<file path="src/cpu_pkg.sv">
//~~~~~~~~~~~~~~~~~~~~~~~~~~~~~~~~~~~~~~
// opcodes, field positions and stage structs
// imported by every pipeline stage
//~~~~~~~~~~~~~~~~~~~~~~~~~~~~~~~~~~~~~~
package cpu_pkg;

	// widths
	localparam int xlen      = 32;
	localparam int num_regs  = 32;
	localparam int reg_sel_w = 5;
	localparam int op_w      = 5;
	// shift amount taken from the low bits of rs2
	localparam int shamt_w   = 5;

	// instruction field positions
	localparam int op_msb    = 31;
	localparam int op_lsb    = 27;
	localparam int rd_msb    = 26;
	localparam int rd_lsb    = 22;
	localparam int rs1_msb   = 21;
	localparam int rs1_lsb   = 17;
	localparam int rs2_msb   = 16;
	localparam int rs2_lsb   = 12;
	// immediates are sign extended from these msbs down to bit 0
	localparam int imm_s_msb = 16;
	localparam int imm_l_msb = 21;

	// opcode encodings, rin sits at the top code
	typedef enum logic [op_w-1:0] {
		op_add  = 5'd0,
		op_addi = 5'd1,
		op_sub  = 5'd2,
		op_subi = 5'd3,
		op_and  = 5'd4,
		op_or   = 5'd5,
		op_xor  = 5'd6,
		op_neg  = 5'd7,
		op_sll  = 5'd8,
		op_slr  = 5'd9,
		op_sar  = 5'd10,
		op_ld   = 5'd11,
		op_ldi  = 5'd12,
		op_st   = 5'd13,
		op_sti  = 5'd14,
		op_nop  = 5'd15,
		op_beq  = 5'd16,
		op_bne  = 5'd17,
		op_bon  = 5'd18,
		op_bnn  = 5'd19,
		op_j    = 5'd20,
		op_jr   = 5'd21,
		op_jal  = 5'd22,
		op_rin  = 5'd31
	} opcode_e;

	// second alu operand
	typedef enum logic [1:0] {
		src_reg = 2'd0,
		src_imm = 2'd1
	} alu_src_e;

	// fetch to decode
	typedef struct packed {
		logic            valid;
		logic [xlen-1:0] instr;
		logic [xlen-1:0] pc_next;
	} fetch_pkt_t;

	typedef struct packed {
		opcode_e  alu_op;
		alu_src_e alu_src;
		logic     branch;
		logic     jump;
		logic     mem_en;
		logic     mem_wrt;
		logic     reg_wrt_en;
		logic     link;
		logic     illegal;
	} ctrl_t;

	// decode to execute
	typedef struct packed {
		logic                 valid;
		ctrl_t                ctrl;
		logic [xlen-1:0]      rs1_data;
		logic [xlen-1:0]      rs2_data;
		logic [xlen-1:0]      imm;
		logic [reg_sel_w-1:0] rd;
		logic [xlen-1:0]      pc_next;
	} exec_pkt_t;

	// register write, also the writeback port
	typedef struct packed {
		logic                 valid;
		logic [reg_sel_w-1:0] sel;
		logic [xlen-1:0]      data;
	} wb_t;

	typedef struct packed {
		logic            valid;
		logic            wrt;
		logic [xlen-1:0] addr;
		logic [xlen-1:0] wdata;
	} mem_req_t;

	typedef struct packed {
		logic            valid;
		logic [xlen-1:0] target;
	} redirect_t;

endpackage

</file>
<file path="src/core_top.sv">
//~~~~~~~~~~~~~~~~~~~~~~~~~~~~~~~~~~~~~~
// three stage core, fetch decode execute
//~~~~~~~~~~~~~~~~~~~~~~~~~~~~~~~~~~~~~~
`timescale 1ns/1ps

module core_top import cpu_pkg::*; (
	input  logic            clk,
	input  logic            rst_n,
	output logic [xlen-1:0] imem_addr,
	input  logic [xlen-1:0] imem_data,
	output wb_t             wb,
	output mem_req_t        mem_req,
	output logic            illegal
);

	fetch_pkt_t fetch_pkt_d;
	fetch_pkt_t fetch_pkt_q;
	exec_pkt_t  exec_pkt_d;
	exec_pkt_t  exec_pkt_q;
	redirect_t  redirect;

	fetch_unit fetch_unit_inst (
		.clk       (clk),
		.rst_n     (rst_n),
		.redirect  (redirect),
		.imem_addr (imem_addr),
		.imem_data (imem_data),
		.fetch_pkt (fetch_pkt_d)
	);

	// fetch to decode
	pipe_reg #(.payload_t(fetch_pkt_t)) if_id (
		.clk   (clk),
		.rst_n (rst_n),
		.flush (redirect.valid),
		.d     (fetch_pkt_d),
		.q     (fetch_pkt_q)
	);

	// wb loops back into the register file
	decode decode_inst (
		.clk       (clk),
		.rst_n     (rst_n),
		.fetch_pkt (fetch_pkt_q),
		.wb        (wb),
		.exec_pkt  (exec_pkt_d)
	);

	// decode to execute
	pipe_reg #(.payload_t(exec_pkt_t)) id_ex (
		.clk   (clk),
		.rst_n (rst_n),
		.flush (redirect.valid),
		.d     (exec_pkt_d),
		.q     (exec_pkt_q)
	);

	execute execute_inst (
		.exec_pkt (exec_pkt_q),
		.wb       (wb),
		.mem_req  (mem_req),
		.redirect (redirect),
		.illegal  (illegal)
	);

endmodule

</file>
<file path="src/decode.sv">
//~~~~~~~~~~~~~~~~~~~~~~~~~~~~~~~~~~~~~~
// decode stage, builds the execute packet
// holds the register file
//~~~~~~~~~~~~~~~~~~~~~~~~~~~~~~~~~~~~~~
`timescale 1ns/1ps

module decode import cpu_pkg::*; (
	input  logic       clk,
	input  logic       rst_n,
	input  fetch_pkt_t fetch_pkt,
	input  wb_t        wb,
	output exec_pkt_t  exec_pkt
);

	opcode_e              opcode;
	ctrl_t                ctrl;
	logic [reg_sel_w-1:0] rs1_sel;
	logic [reg_sel_w-1:0] rs2_sel;
	logic [xlen-1:0]      rs1_data;
	logic [xlen-1:0]      rs2_data;
	logic [xlen-1:0]      imm_short;
	logic [xlen-1:0]      imm_long;
	logic                 use_long;

	// field extraction
	assign opcode  = opcode_e'(fetch_pkt.instr[op_msb:op_lsb]);
	assign rs1_sel = fetch_pkt.instr[rs1_msb:rs1_lsb];
	assign rs2_sel = fetch_pkt.instr[rs2_msb:rs2_lsb];

	// sign extended immediates
	assign imm_short = {{(xlen - imm_s_msb - 1){fetch_pkt.instr[imm_s_msb]}},
		fetch_pkt.instr[imm_s_msb:0]};
	assign imm_long  = {{(xlen - imm_l_msb - 1){fetch_pkt.instr[imm_l_msb]}},
		fetch_pkt.instr[imm_l_msb:0]};
	// only j and jal carry the long form
	assign use_long  = (opcode == op_j) || (opcode == op_jal);

	// register reads, same cycle
	reg_file_bypass reg_file_bypass_inst (
		.clk      (clk),
		.rst_n    (rst_n),
		.rd1_sel  (rs1_sel),
		.rd2_sel  (rs2_sel),
		.rd1_data (rs1_data),
		.rd2_data (rs2_data),
		.wb       (wb)
	);

	// control decode
	always_comb begin
		ctrl         = '0;
		ctrl.alu_op  = opcode;
		ctrl.alu_src = src_reg;
		case (opcode)
			op_add, op_sub, op_and, op_or, op_xor, op_neg, op_sll, op_slr, op_sar: begin
				ctrl.reg_wrt_en = 1'b1;
			end
			op_addi, op_subi: begin
				ctrl.alu_src    = src_imm;
				ctrl.reg_wrt_en = 1'b1;
			end
			// loads issue a request only
			op_ld: begin
				ctrl.mem_en = 1'b1;
			end
			op_ldi: begin
				ctrl.alu_src = src_imm;
				ctrl.mem_en  = 1'b1;
			end
			op_st: begin
				ctrl.mem_en  = 1'b1;
				ctrl.mem_wrt = 1'b1;
			end
			op_sti: begin
				ctrl.alu_src = src_imm;
				ctrl.mem_en  = 1'b1;
				ctrl.mem_wrt = 1'b1;
			end
			op_nop, op_rin: begin
				// no effect
			end
			op_beq, op_bne, op_bon, op_bnn: begin
				ctrl.branch = 1'b1;
			end
			op_j: begin
				ctrl.alu_src = src_imm;
				ctrl.jump    = 1'b1;
			end
			op_jr: begin
				ctrl.jump = 1'b1;
			end
			op_jal: begin
				ctrl.alu_src    = src_imm;
				ctrl.jump       = 1'b1;
				ctrl.link       = 1'b1;
				ctrl.reg_wrt_en = 1'b1;
			end
			default: begin
				// unknown code retires as a nop with the flag up
				ctrl         = '0;
				ctrl.alu_op  = op_nop;
				ctrl.illegal = 1'b1;
			end
		endcase
	end

	// execute packet
	always_comb begin
		exec_pkt.valid    = fetch_pkt.valid;
		exec_pkt.ctrl     = ctrl;
		exec_pkt.rs1_data = rs1_data;
		exec_pkt.rs2_data = rs2_data;
		exec_pkt.imm      = use_long ? imm_long : imm_short;
		exec_pkt.rd       = fetch_pkt.instr[rd_msb:rd_lsb];
		exec_pkt.pc_next  = fetch_pkt.pc_next;
	end

endmodule

</file>
<file path="src/execute.sv">
//~~~~~~~~~~~~~~~~~~~~~~~~~~~~~~~~~~~~~~
// execute stage, alu and branch resolution
// drives writeback, memory and redirect
//~~~~~~~~~~~~~~~~~~~~~~~~~~~~~~~~~~~~~~
`timescale 1ns/1ps

module execute import cpu_pkg::*; (
	input  exec_pkt_t exec_pkt,
	output wb_t       wb,
	output mem_req_t  mem_req,
	output redirect_t redirect,
	output logic      illegal
);

	ctrl_t           ctrl;
	logic [xlen-1:0] op_a;
	logic [xlen-1:0] op_b;
	logic [xlen-1:0] alu_result;
	logic [xlen-1:0] rel_target;
	logic            taken;

	assign ctrl = exec_pkt.ctrl;
	assign op_a = exec_pkt.rs1_data;
	// second operand, immediate or rs2
	assign op_b = (ctrl.alu_src == src_imm) ? exec_pkt.imm : exec_pkt.rs2_data;

	// alu
	always_comb begin
		case (ctrl.alu_op)
			op_add, op_addi: alu_result = op_a + op_b;
			op_sub, op_subi: alu_result = op_a - op_b;
			op_and:          alu_result = op_a & op_b;
			op_or:           alu_result = op_a | op_b;
			op_xor:          alu_result = op_a ^ op_b;
			op_neg:          alu_result = -op_a;
			// shift amount always from rs2
			op_sll: alu_result = op_a << exec_pkt.rs2_data[shamt_w-1:0];
			op_slr: alu_result = op_a >> exec_pkt.rs2_data[shamt_w-1:0];
			op_sar: alu_result = $signed(op_a) >>> exec_pkt.rs2_data[shamt_w-1:0];
			default:         alu_result = '0;
		endcase
	end

	// branch condition
	always_comb begin
		case (ctrl.alu_op)
			op_beq:  taken = (op_a == exec_pkt.rs2_data);
			op_bne:  taken = (op_a != exec_pkt.rs2_data);
			op_bon:  taken = op_a[xlen-1];
			op_bnn:  taken = !op_a[xlen-1];
			default: taken = 1'b0;
		endcase
	end

	// pc relative target for branches, j and jal
	assign rel_target = exec_pkt.pc_next + exec_pkt.imm;

	// redirect to fetch, also flushes both stage registers
	always_comb begin
		redirect.valid  = exec_pkt.valid && (ctrl.jump || (ctrl.branch && taken));
		redirect.target = (ctrl.alu_op == op_jr) ? op_a : rel_target;
	end

	// writeback, jal links the return address
	always_comb begin
		wb.valid = exec_pkt.valid && ctrl.reg_wrt_en;
		wb.sel   = exec_pkt.rd;
		wb.data  = ctrl.link ? exec_pkt.pc_next : alu_result;
	end

	// memory request
	// address is rs1 plus imm or rs2 through op_b
	always_comb begin
		mem_req.valid = exec_pkt.valid && ctrl.mem_en;
		mem_req.wrt   = ctrl.mem_wrt;
		mem_req.addr  = op_a + op_b;
		mem_req.wdata = exec_pkt.rs2_data;
	end

	// one cycle pulse per illegal instruction
	assign illegal = exec_pkt.valid && ctrl.illegal;

endmodule

</file>
<file path="src/fetch_unit.sv">
//~~~~~~~~~~~~~~~~~~~~~~~~~~~~~~~~~~~~~~
// program counter and instruction fetch
// feeds the if_id pipeline register
//~~~~~~~~~~~~~~~~~~~~~~~~~~~~~~~~~~~~~~
`timescale 1ns/1ps

module fetch_unit import cpu_pkg::*; (
	input  logic            clk,
	input  logic            rst_n,
	input  redirect_t       redirect,
	output logic [xlen-1:0] imem_addr,
	input  logic [xlen-1:0] imem_data,
	output fetch_pkt_t      fetch_pkt
);

	logic [xlen-1:0] pc;
	logic [xlen-1:0] pc_plus4;

	// sequential address and pc_next of the packet
	assign pc_plus4 = pc + 32'd4;

	// pc update
	always_ff @(posedge clk) begin
		if (!rst_n) begin
			pc <= '0;
		end else if (redirect.valid) begin
			// taken branch or jump from execute
			pc <= redirect.target;
		end else begin
			pc <= pc_plus4;
		end
	end

	// memory answers in the same cycle
	assign imem_addr = pc;

	// packet toward decode
	// valid once out of reset
	always_comb begin
		fetch_pkt.valid   = rst_n;
		fetch_pkt.instr   = imem_data;
		fetch_pkt.pc_next = pc_plus4;
	end

endmodule

</file>
<file path="src/pipe_reg.sv">
//~~~~~~~~~~~~~~~~~~~~~~~~~~~~~~~~~~~~~~
// one pipeline stage register for any packet
//~~~~~~~~~~~~~~~~~~~~~~~~~~~~~~~~~~~~~~
`timescale 1ns/1ps

module pipe_reg #(
	// packet type, valid must be its leading bit
	parameter type payload_t = logic [7:0]
) (
	input  logic     clk,
	input  logic     rst_n,
	input  logic     flush,
	input  payload_t d,
	output payload_t q
);

	// payload always follows d
	// only the valid bit is killed on reset or flush
	always_ff @(posedge clk) begin
		q <= d;
		if (!rst_n || flush) begin
			q[$bits(payload_t)-1] <= 1'b0;
		end
	end

endmodule

</file>
<file path="src/reg_file_bypass.sv">
//~~~~~~~~~~~~~~~~~~~~~~~~~~~~~~~~~~~~~~
// register file with two reads and one write
// reads see a same-cycle write through bypass
//~~~~~~~~~~~~~~~~~~~~~~~~~~~~~~~~~~~~~~
`timescale 1ns/1ps

module reg_file_bypass import cpu_pkg::*; (
	input  logic                 clk,
	input  logic                 rst_n,
	input  logic [reg_sel_w-1:0] rd1_sel,
	input  logic [reg_sel_w-1:0] rd2_sel,
	output logic [xlen-1:0]      rd1_data,
	output logic [xlen-1:0]      rd2_data,
	input  wb_t                  wb
);

	logic [xlen-1:0] regs [num_regs];
	logic            wr_hit;

	// r0 is never written
	assign wr_hit = wb.valid && (wb.sel != '0);

	always_ff @(posedge clk) begin
		if (!rst_n) begin
			for (int i = 0; i < num_regs; i++) begin
				regs[i] <= '0;
			end
		end else if (wr_hit) begin
			regs[wb.sel] <= wb.data;
		end
	end

	// one read port
	// incoming write data wins over the stored copy
	function automatic logic [xlen-1:0] read_port(input logic [reg_sel_w-1:0] sel);
		logic [xlen-1:0] val;
		if (sel == '0) begin
			val = '0;
		end else if (wr_hit && (wb.sel == sel)) begin
			val = wb.data;
		end else begin
			val = regs[sel];
		end
		return val;
	endfunction

	// reevaluated on any change of the stored or incoming data
	always_comb begin
		rd1_data = read_port(rd1_sel);
		rd2_data = read_port(rd2_sel);
	end

endmodule

</file>
<file path="config.mk">
export PLATFORM = sky130hd
export DESIGN_NAME = core_top
export DESIGN_NICKNAME = d
export VERILOG_FILES = /design/src/cpu_pkg.sv /design/src/core_top.sv /design/src/decode.sv /design/src/execute.sv /design/src/fetch_unit.sv /design/src/pipe_reg.sv /design/src/reg_file_bypass.sv
export SDC_FILE = /design/constraint.sdc
export NUM_CORES = 2
export LEC_CHECK = 0
export BUFFER_PORTS_ARGS = -buffer_cell sky130_fd_sc_hd__buf_2
export CAP_MARGIN = 20
export CORE_MARGIN = 1
export CORE_UTILIZATION = 40
export CTS_CLUSTER_SIZE = 12
export DETAILED_ROUTE_END_ITERATION = 6
export GPL_TIMING_DRIVEN = 0
export PLACE_DENSITY = 0.64
export SLEW_MARGIN = 20
export SYNTH_ARGS = -nofsm -noshare
export SYNTH_HDL_FRONTEND = slang
export SYNTH_SLANG_ARGS = --single-unit
export TNS_END_PERCENT = 50
</file>
<file path="constraint.sdc">
create_clock -name clk -period 9.1 [get_ports clk]
set_input_delay 0.91 -clock clk [delete_from_list [all_inputs] [get_ports clk]]
set_output_delay 0.91 -clock clk [all_outputs]
set_load 0.05 [all_outputs]
</file>
==> metrics.log <==
INFO  metric final_design_area_no_fill = ~0.081 mm^2
INFO  metric fin_util = 0.458
INFO  metric post-route-drc-count = 0
INFO  metric post_drt_via_cell_ratio = around 6.7
INFO  metric synth.area.top_cells = edfxtp_1 (43%), mux4_2 (21%), dfxtp_1 (6.6%)
INFO  metric post-synth-top-area-cell = edfxtp_1
INFO  metric finalWeightedCongestion = around 1.1
INFO  metric detailroute.via_count = approximately 57000
INFO  metric final_net_count = between 6000 and 7000
INFO  metric synth_enable_flop_cells = approximately 1000
INFO  metric crit_path_max_incr_delay = approximately 0.90 ns
INFO  metric dr.pass1.iters = 6
INFO  metric cp.arrival = 8.19 ns
INFO  metric tritoncts = yes
INFO  metric regArea = around 0.035 mm^2
INFO  metric clkSlewWorstSetupHoldPaths = 0.06 ns
INFO  metric async_sr_flop_fraction = 0
INFO  metric max_rail_drop_vdd = approximately 160 uV
INFO  metric dp.cells = around 8300
INFO  metric hold_path_class = in -> reg
INFO  metric finalHoldViolCount = 0
INFO  metric placement.io_buffers = approximately 170
INFO  metric stdcell_count = around 8500
INFO  metric cp_cell_sequence = clkbuf_2 -> clkbuf_2 -> buf_1 -> buf_1 -> a21boi_0 -> ha_1 -> inv_1 -> o2111ai_1 -> a31o_2 -> o31ai_1 -> a2111oi_2 -> nor3_1 -> o221ai_1 -> xnor2_1 -> a31oi_2 -> buf_2 -> inv_1 -> buf_2
INFO  metric compound_gate_portion_of_the_synthesized_area = 0.0761
INFO  metric clock_tree.root_cell = clkbuf_16
INFO  metric ys_ff_latch = between 1000 and 1500
INFO  metric critical_path.endpoint_type = output port
INFO  metric grt_overflow = 0
INFO  metric routedWlPerCell = ~40 um
INFO  metric critical_path_required = between 8 and 9 ns
INFO  metric timing.critical_path.from_type = flop
INFO  metric floorplan.io_pins = about 170
INFO  metric synth_sequential_area_ratio = 0.496
INFO  metric synth_area = just over 0.07 mm^2
INFO  metric number_of_global_route_vias_before_repair = 54600
INFO  metric violations = setup timing
INFO  metric antenna_found_initial = 14
INFO  metric die_w = 425 um
INFO  metric tritoncts_num_sinks = ~1300
INFO  metric cpMaxStageDelayCell = a31oi_2
INFO  metric hpwl_after_detailed_placement = approximately 250 mm
INFO  metric drive_above_1_share = 0.234
INFO  metric max_transition_viols_final = 0
INFO  metric floorplan.initialDensity = 0.404
INFO  metric worst_slew_pin_slew = 1.31 ns
INFO  metric synth.top_cell.area_share = 0.430
INFO  metric grt_start_max_net_pins = 33
INFO  metric setup_total_negative_slack = -0.00385 ns
INFO  metric cts-buffers-inserted = about 140
INFO  metric final.setup.worst_slack = -0.00385 ns
INFO  metric synth-simple-area-share = 0.106
INFO  metric cts_hold_buf = 0
INFO  metric nFillCells = 16200
INFO  metric timing.fmax = 110 MHz
INFO  metric drt_first_iter_violations = roughly 9600
INFO  metric max_cap_viol_count = 0
INFO  metric critical_path_peak_fanout = 10
INFO  metric syn-instance-count = roughly 5700
INFO  metric timing.final.crit_share = 1.00
INFO  metric clk_path_buf_depth = 3
INFO  metric power_per_standard_cell_area = 208 mW/mm^2
INFO  metric finalClockSkew = 0.0730 ns
INFO  metric preCtsSetupSlack = 0.473 ns
INFO  metric total_cell_area_at_the_placement_stage = ~0.076 mm^2
INFO  metric synthToLayoutAreaGrowth = 13.3%
INFO  metric post_synth.cell_area_avg = 12.6 um^2
INFO  metric yosysUniqueCellTypes = approximately 110
INFO  metric clkLatencyLatePin = ~0.86 ns
INFO  metric setup_repair_after_global_routing_missed_its_margin = no
INFO  metric cts.htree.levels = 4
INFO  metric std_cell_core_area = 0.177 mm^2
INFO  metric chipHeight = 425 um
INFO  metric track_usage = 0.370
INFO  metric synth_top_flop_cell = edfxtp_1
INFO  metric outcome = complete, but fails checks
INFO  metric layout_min_cycle_time = roughly 9.1 ns
INFO  metric finalWirelength = around 340 mm
INFO  metric worst_slew_margin_rel = 0.128
INFO  metric synth_xor_area_frac = 0.0219
INFO  metric die_area = between 0.15 and 0.2 mm^2
INFO  metric grt_first_pass_wirelength = approximately 450 mm
INFO  metric ys_warns = 0
INFO  metric criticalPathCategory = reg -> out
INFO  metric detail-route-antenna-nets = 0
INFO  metric std_cell_rows = 154
INFO  metric synth_mux_area_frac = 0.230
INFO  metric dominant_combinational_cell_family_by_area_after_synthesis = multiplexers
INFO  metric multi_input_comb_area = around 0.033 mm^2
INFO  metric synth_fa_ha_area_frac = 0.0261
INFO  metric power.leakage = roughly 29 nW
INFO  metric setup_violations = 1
-- per-layer routing --
layer  up-vias  global-route usage  part of all wire
met1     28700               0.428              0.33
met2      4963               0.547              0.43
met4         6               0.327              0.11
li1      22200                   -                 -
met3      1285               0.127              0.13
met5         -                   0           0.00014
-- power by group --
group,internal [mW],switching [mW],leakage [nW]
clock,3.05,2.60,2.14
sequential,6.45,0.294,12.5
combinational,1.34,3.12,14.0
total,10.8,6.01,28.7
-- registers in the layout, indices dropped and copies added, names as in the netlist --
signal,cells
id_ex.q,137
decode_inst.reg_file_bypass_inst.regs,1024
if_id.q,65
fetch_unit_inst.imem_addr,32
-- cell usage in the layout (no fill, tap or decap), drive strengths merged, types with 50 or more instances in the layout --
cell type  count
nor2        1168
mux4         678
buf          408
nand3         50
a211oi       106
o21ai        136
nand2        291
edfxtp      1024
clkinv        62
mux2i        111
ha           144
nor2b         54
xor2          59
clkbuf       571
xnor2        120
a21oi        188
dfxtp        234
inv          150
-- cell type report --
class / count / area share
Antenna cell: 10 / 0.000309
Inverter: 153 / 0.00709
Sequential cell: 1258 / 0.438
Clock buffer: 189 / 0.0472
Timing Repair Buffer: 208 / 0.0188
Clock inverter: 68 / 0.00790
Multi-Input combinational cell: 3725 / 0.412
Tap cell: 2340 / 0.0362
Buffer: 582 / 0.0329
-- metrics by stage --
| stage | hold WS [ns] | power [mW] |
|---|---|---|
| 2_1_floorplan | 0.310 | 9.31 |
| 5_1_grt | 0.150 | 17.1 |
| 6_report | 0.176 | 16.9 |
| 3_3_place_gp | 0.311 | 11.0 |
| 4_1_cts | 0.140 | 16.6 |
| 3_5_place_dp | 0.312 | 11.1 |
-- Yosys cell counts (39+ instances only) --
master    count
buf_4        45
nand3_1      50
buf_1        60
clkbuf_1    372
nor2_1     1158
a21oi_1     185
xor2_1       59
mux4_2      678
nor3_1       45
nand2_1     291
buf_2        94
a21o_1       39
xnor2_1     120
o21ai_0     130
nor2b_1      54
a211oi_1    103
mux2i_1     111
dfxtp_1     234
o211ai_1     40
edfxtp_1   1024
ha_1        144
inv_1       144
-- final timing paths --
path / start / to / slack, ns / cells past startpoint
worst max-delay path: id_ex.q[72]$_SDFF_PN0_ / wb[25] / -0.004 / 18
worst min-delay path: imem_data[10] / if_id.q[42]$_DFF_P_ / 0.18 / 1
worst max register to register: id_ex.q[72]$_SDFF_PN0_ / decode_inst.reg_file_bypass_inst.regs[20][25]$_SDFFCE_PN0P_ / 1.49 / 17
worst min register to register: if_id.q[28]$_DFF_P_ / id_ex.q[28]$_DFF_P_ / 0.32 / 0
-- cells by family (layout without fill, tap and decap cells) --
| kind of cell | Yosys count | after routing |
|---|---|---|
| other | 1 | 42 |
| flip-flops | 1258 | 1258 |
| XOR/XNOR | 179 | 179 |
| adder cells (fa/ha/maj) | 147 | 147 |
| buffers and inverters | 736 | 1200 |
| AND/OR/NAND/NOR | 1789 | 1789 |
| AO/OA/AOI/OAI | 781 | 781 |
| multiplexers | 797 | 797 |
-- worst max-delay path, delay by kind of cell, from the launching register on --
family | cells | cell delay [ns]
compound gates | 7 | 2.95
xor+xnor | 1 | 0.29
fa+ha+maj | 1 | 0.47
buf+inv | 8 | 2.93
flops | 1 | 0.42
simple gates | 1 | 0.28
-- what timing repair did --
action / CTS / global route
endpoints found under the setup margin: 10 / 3
setup buffers: 2 / 0
gates resized for setup: 2 / 5
No activity file was read; power rests on OpenSTA's default activity.
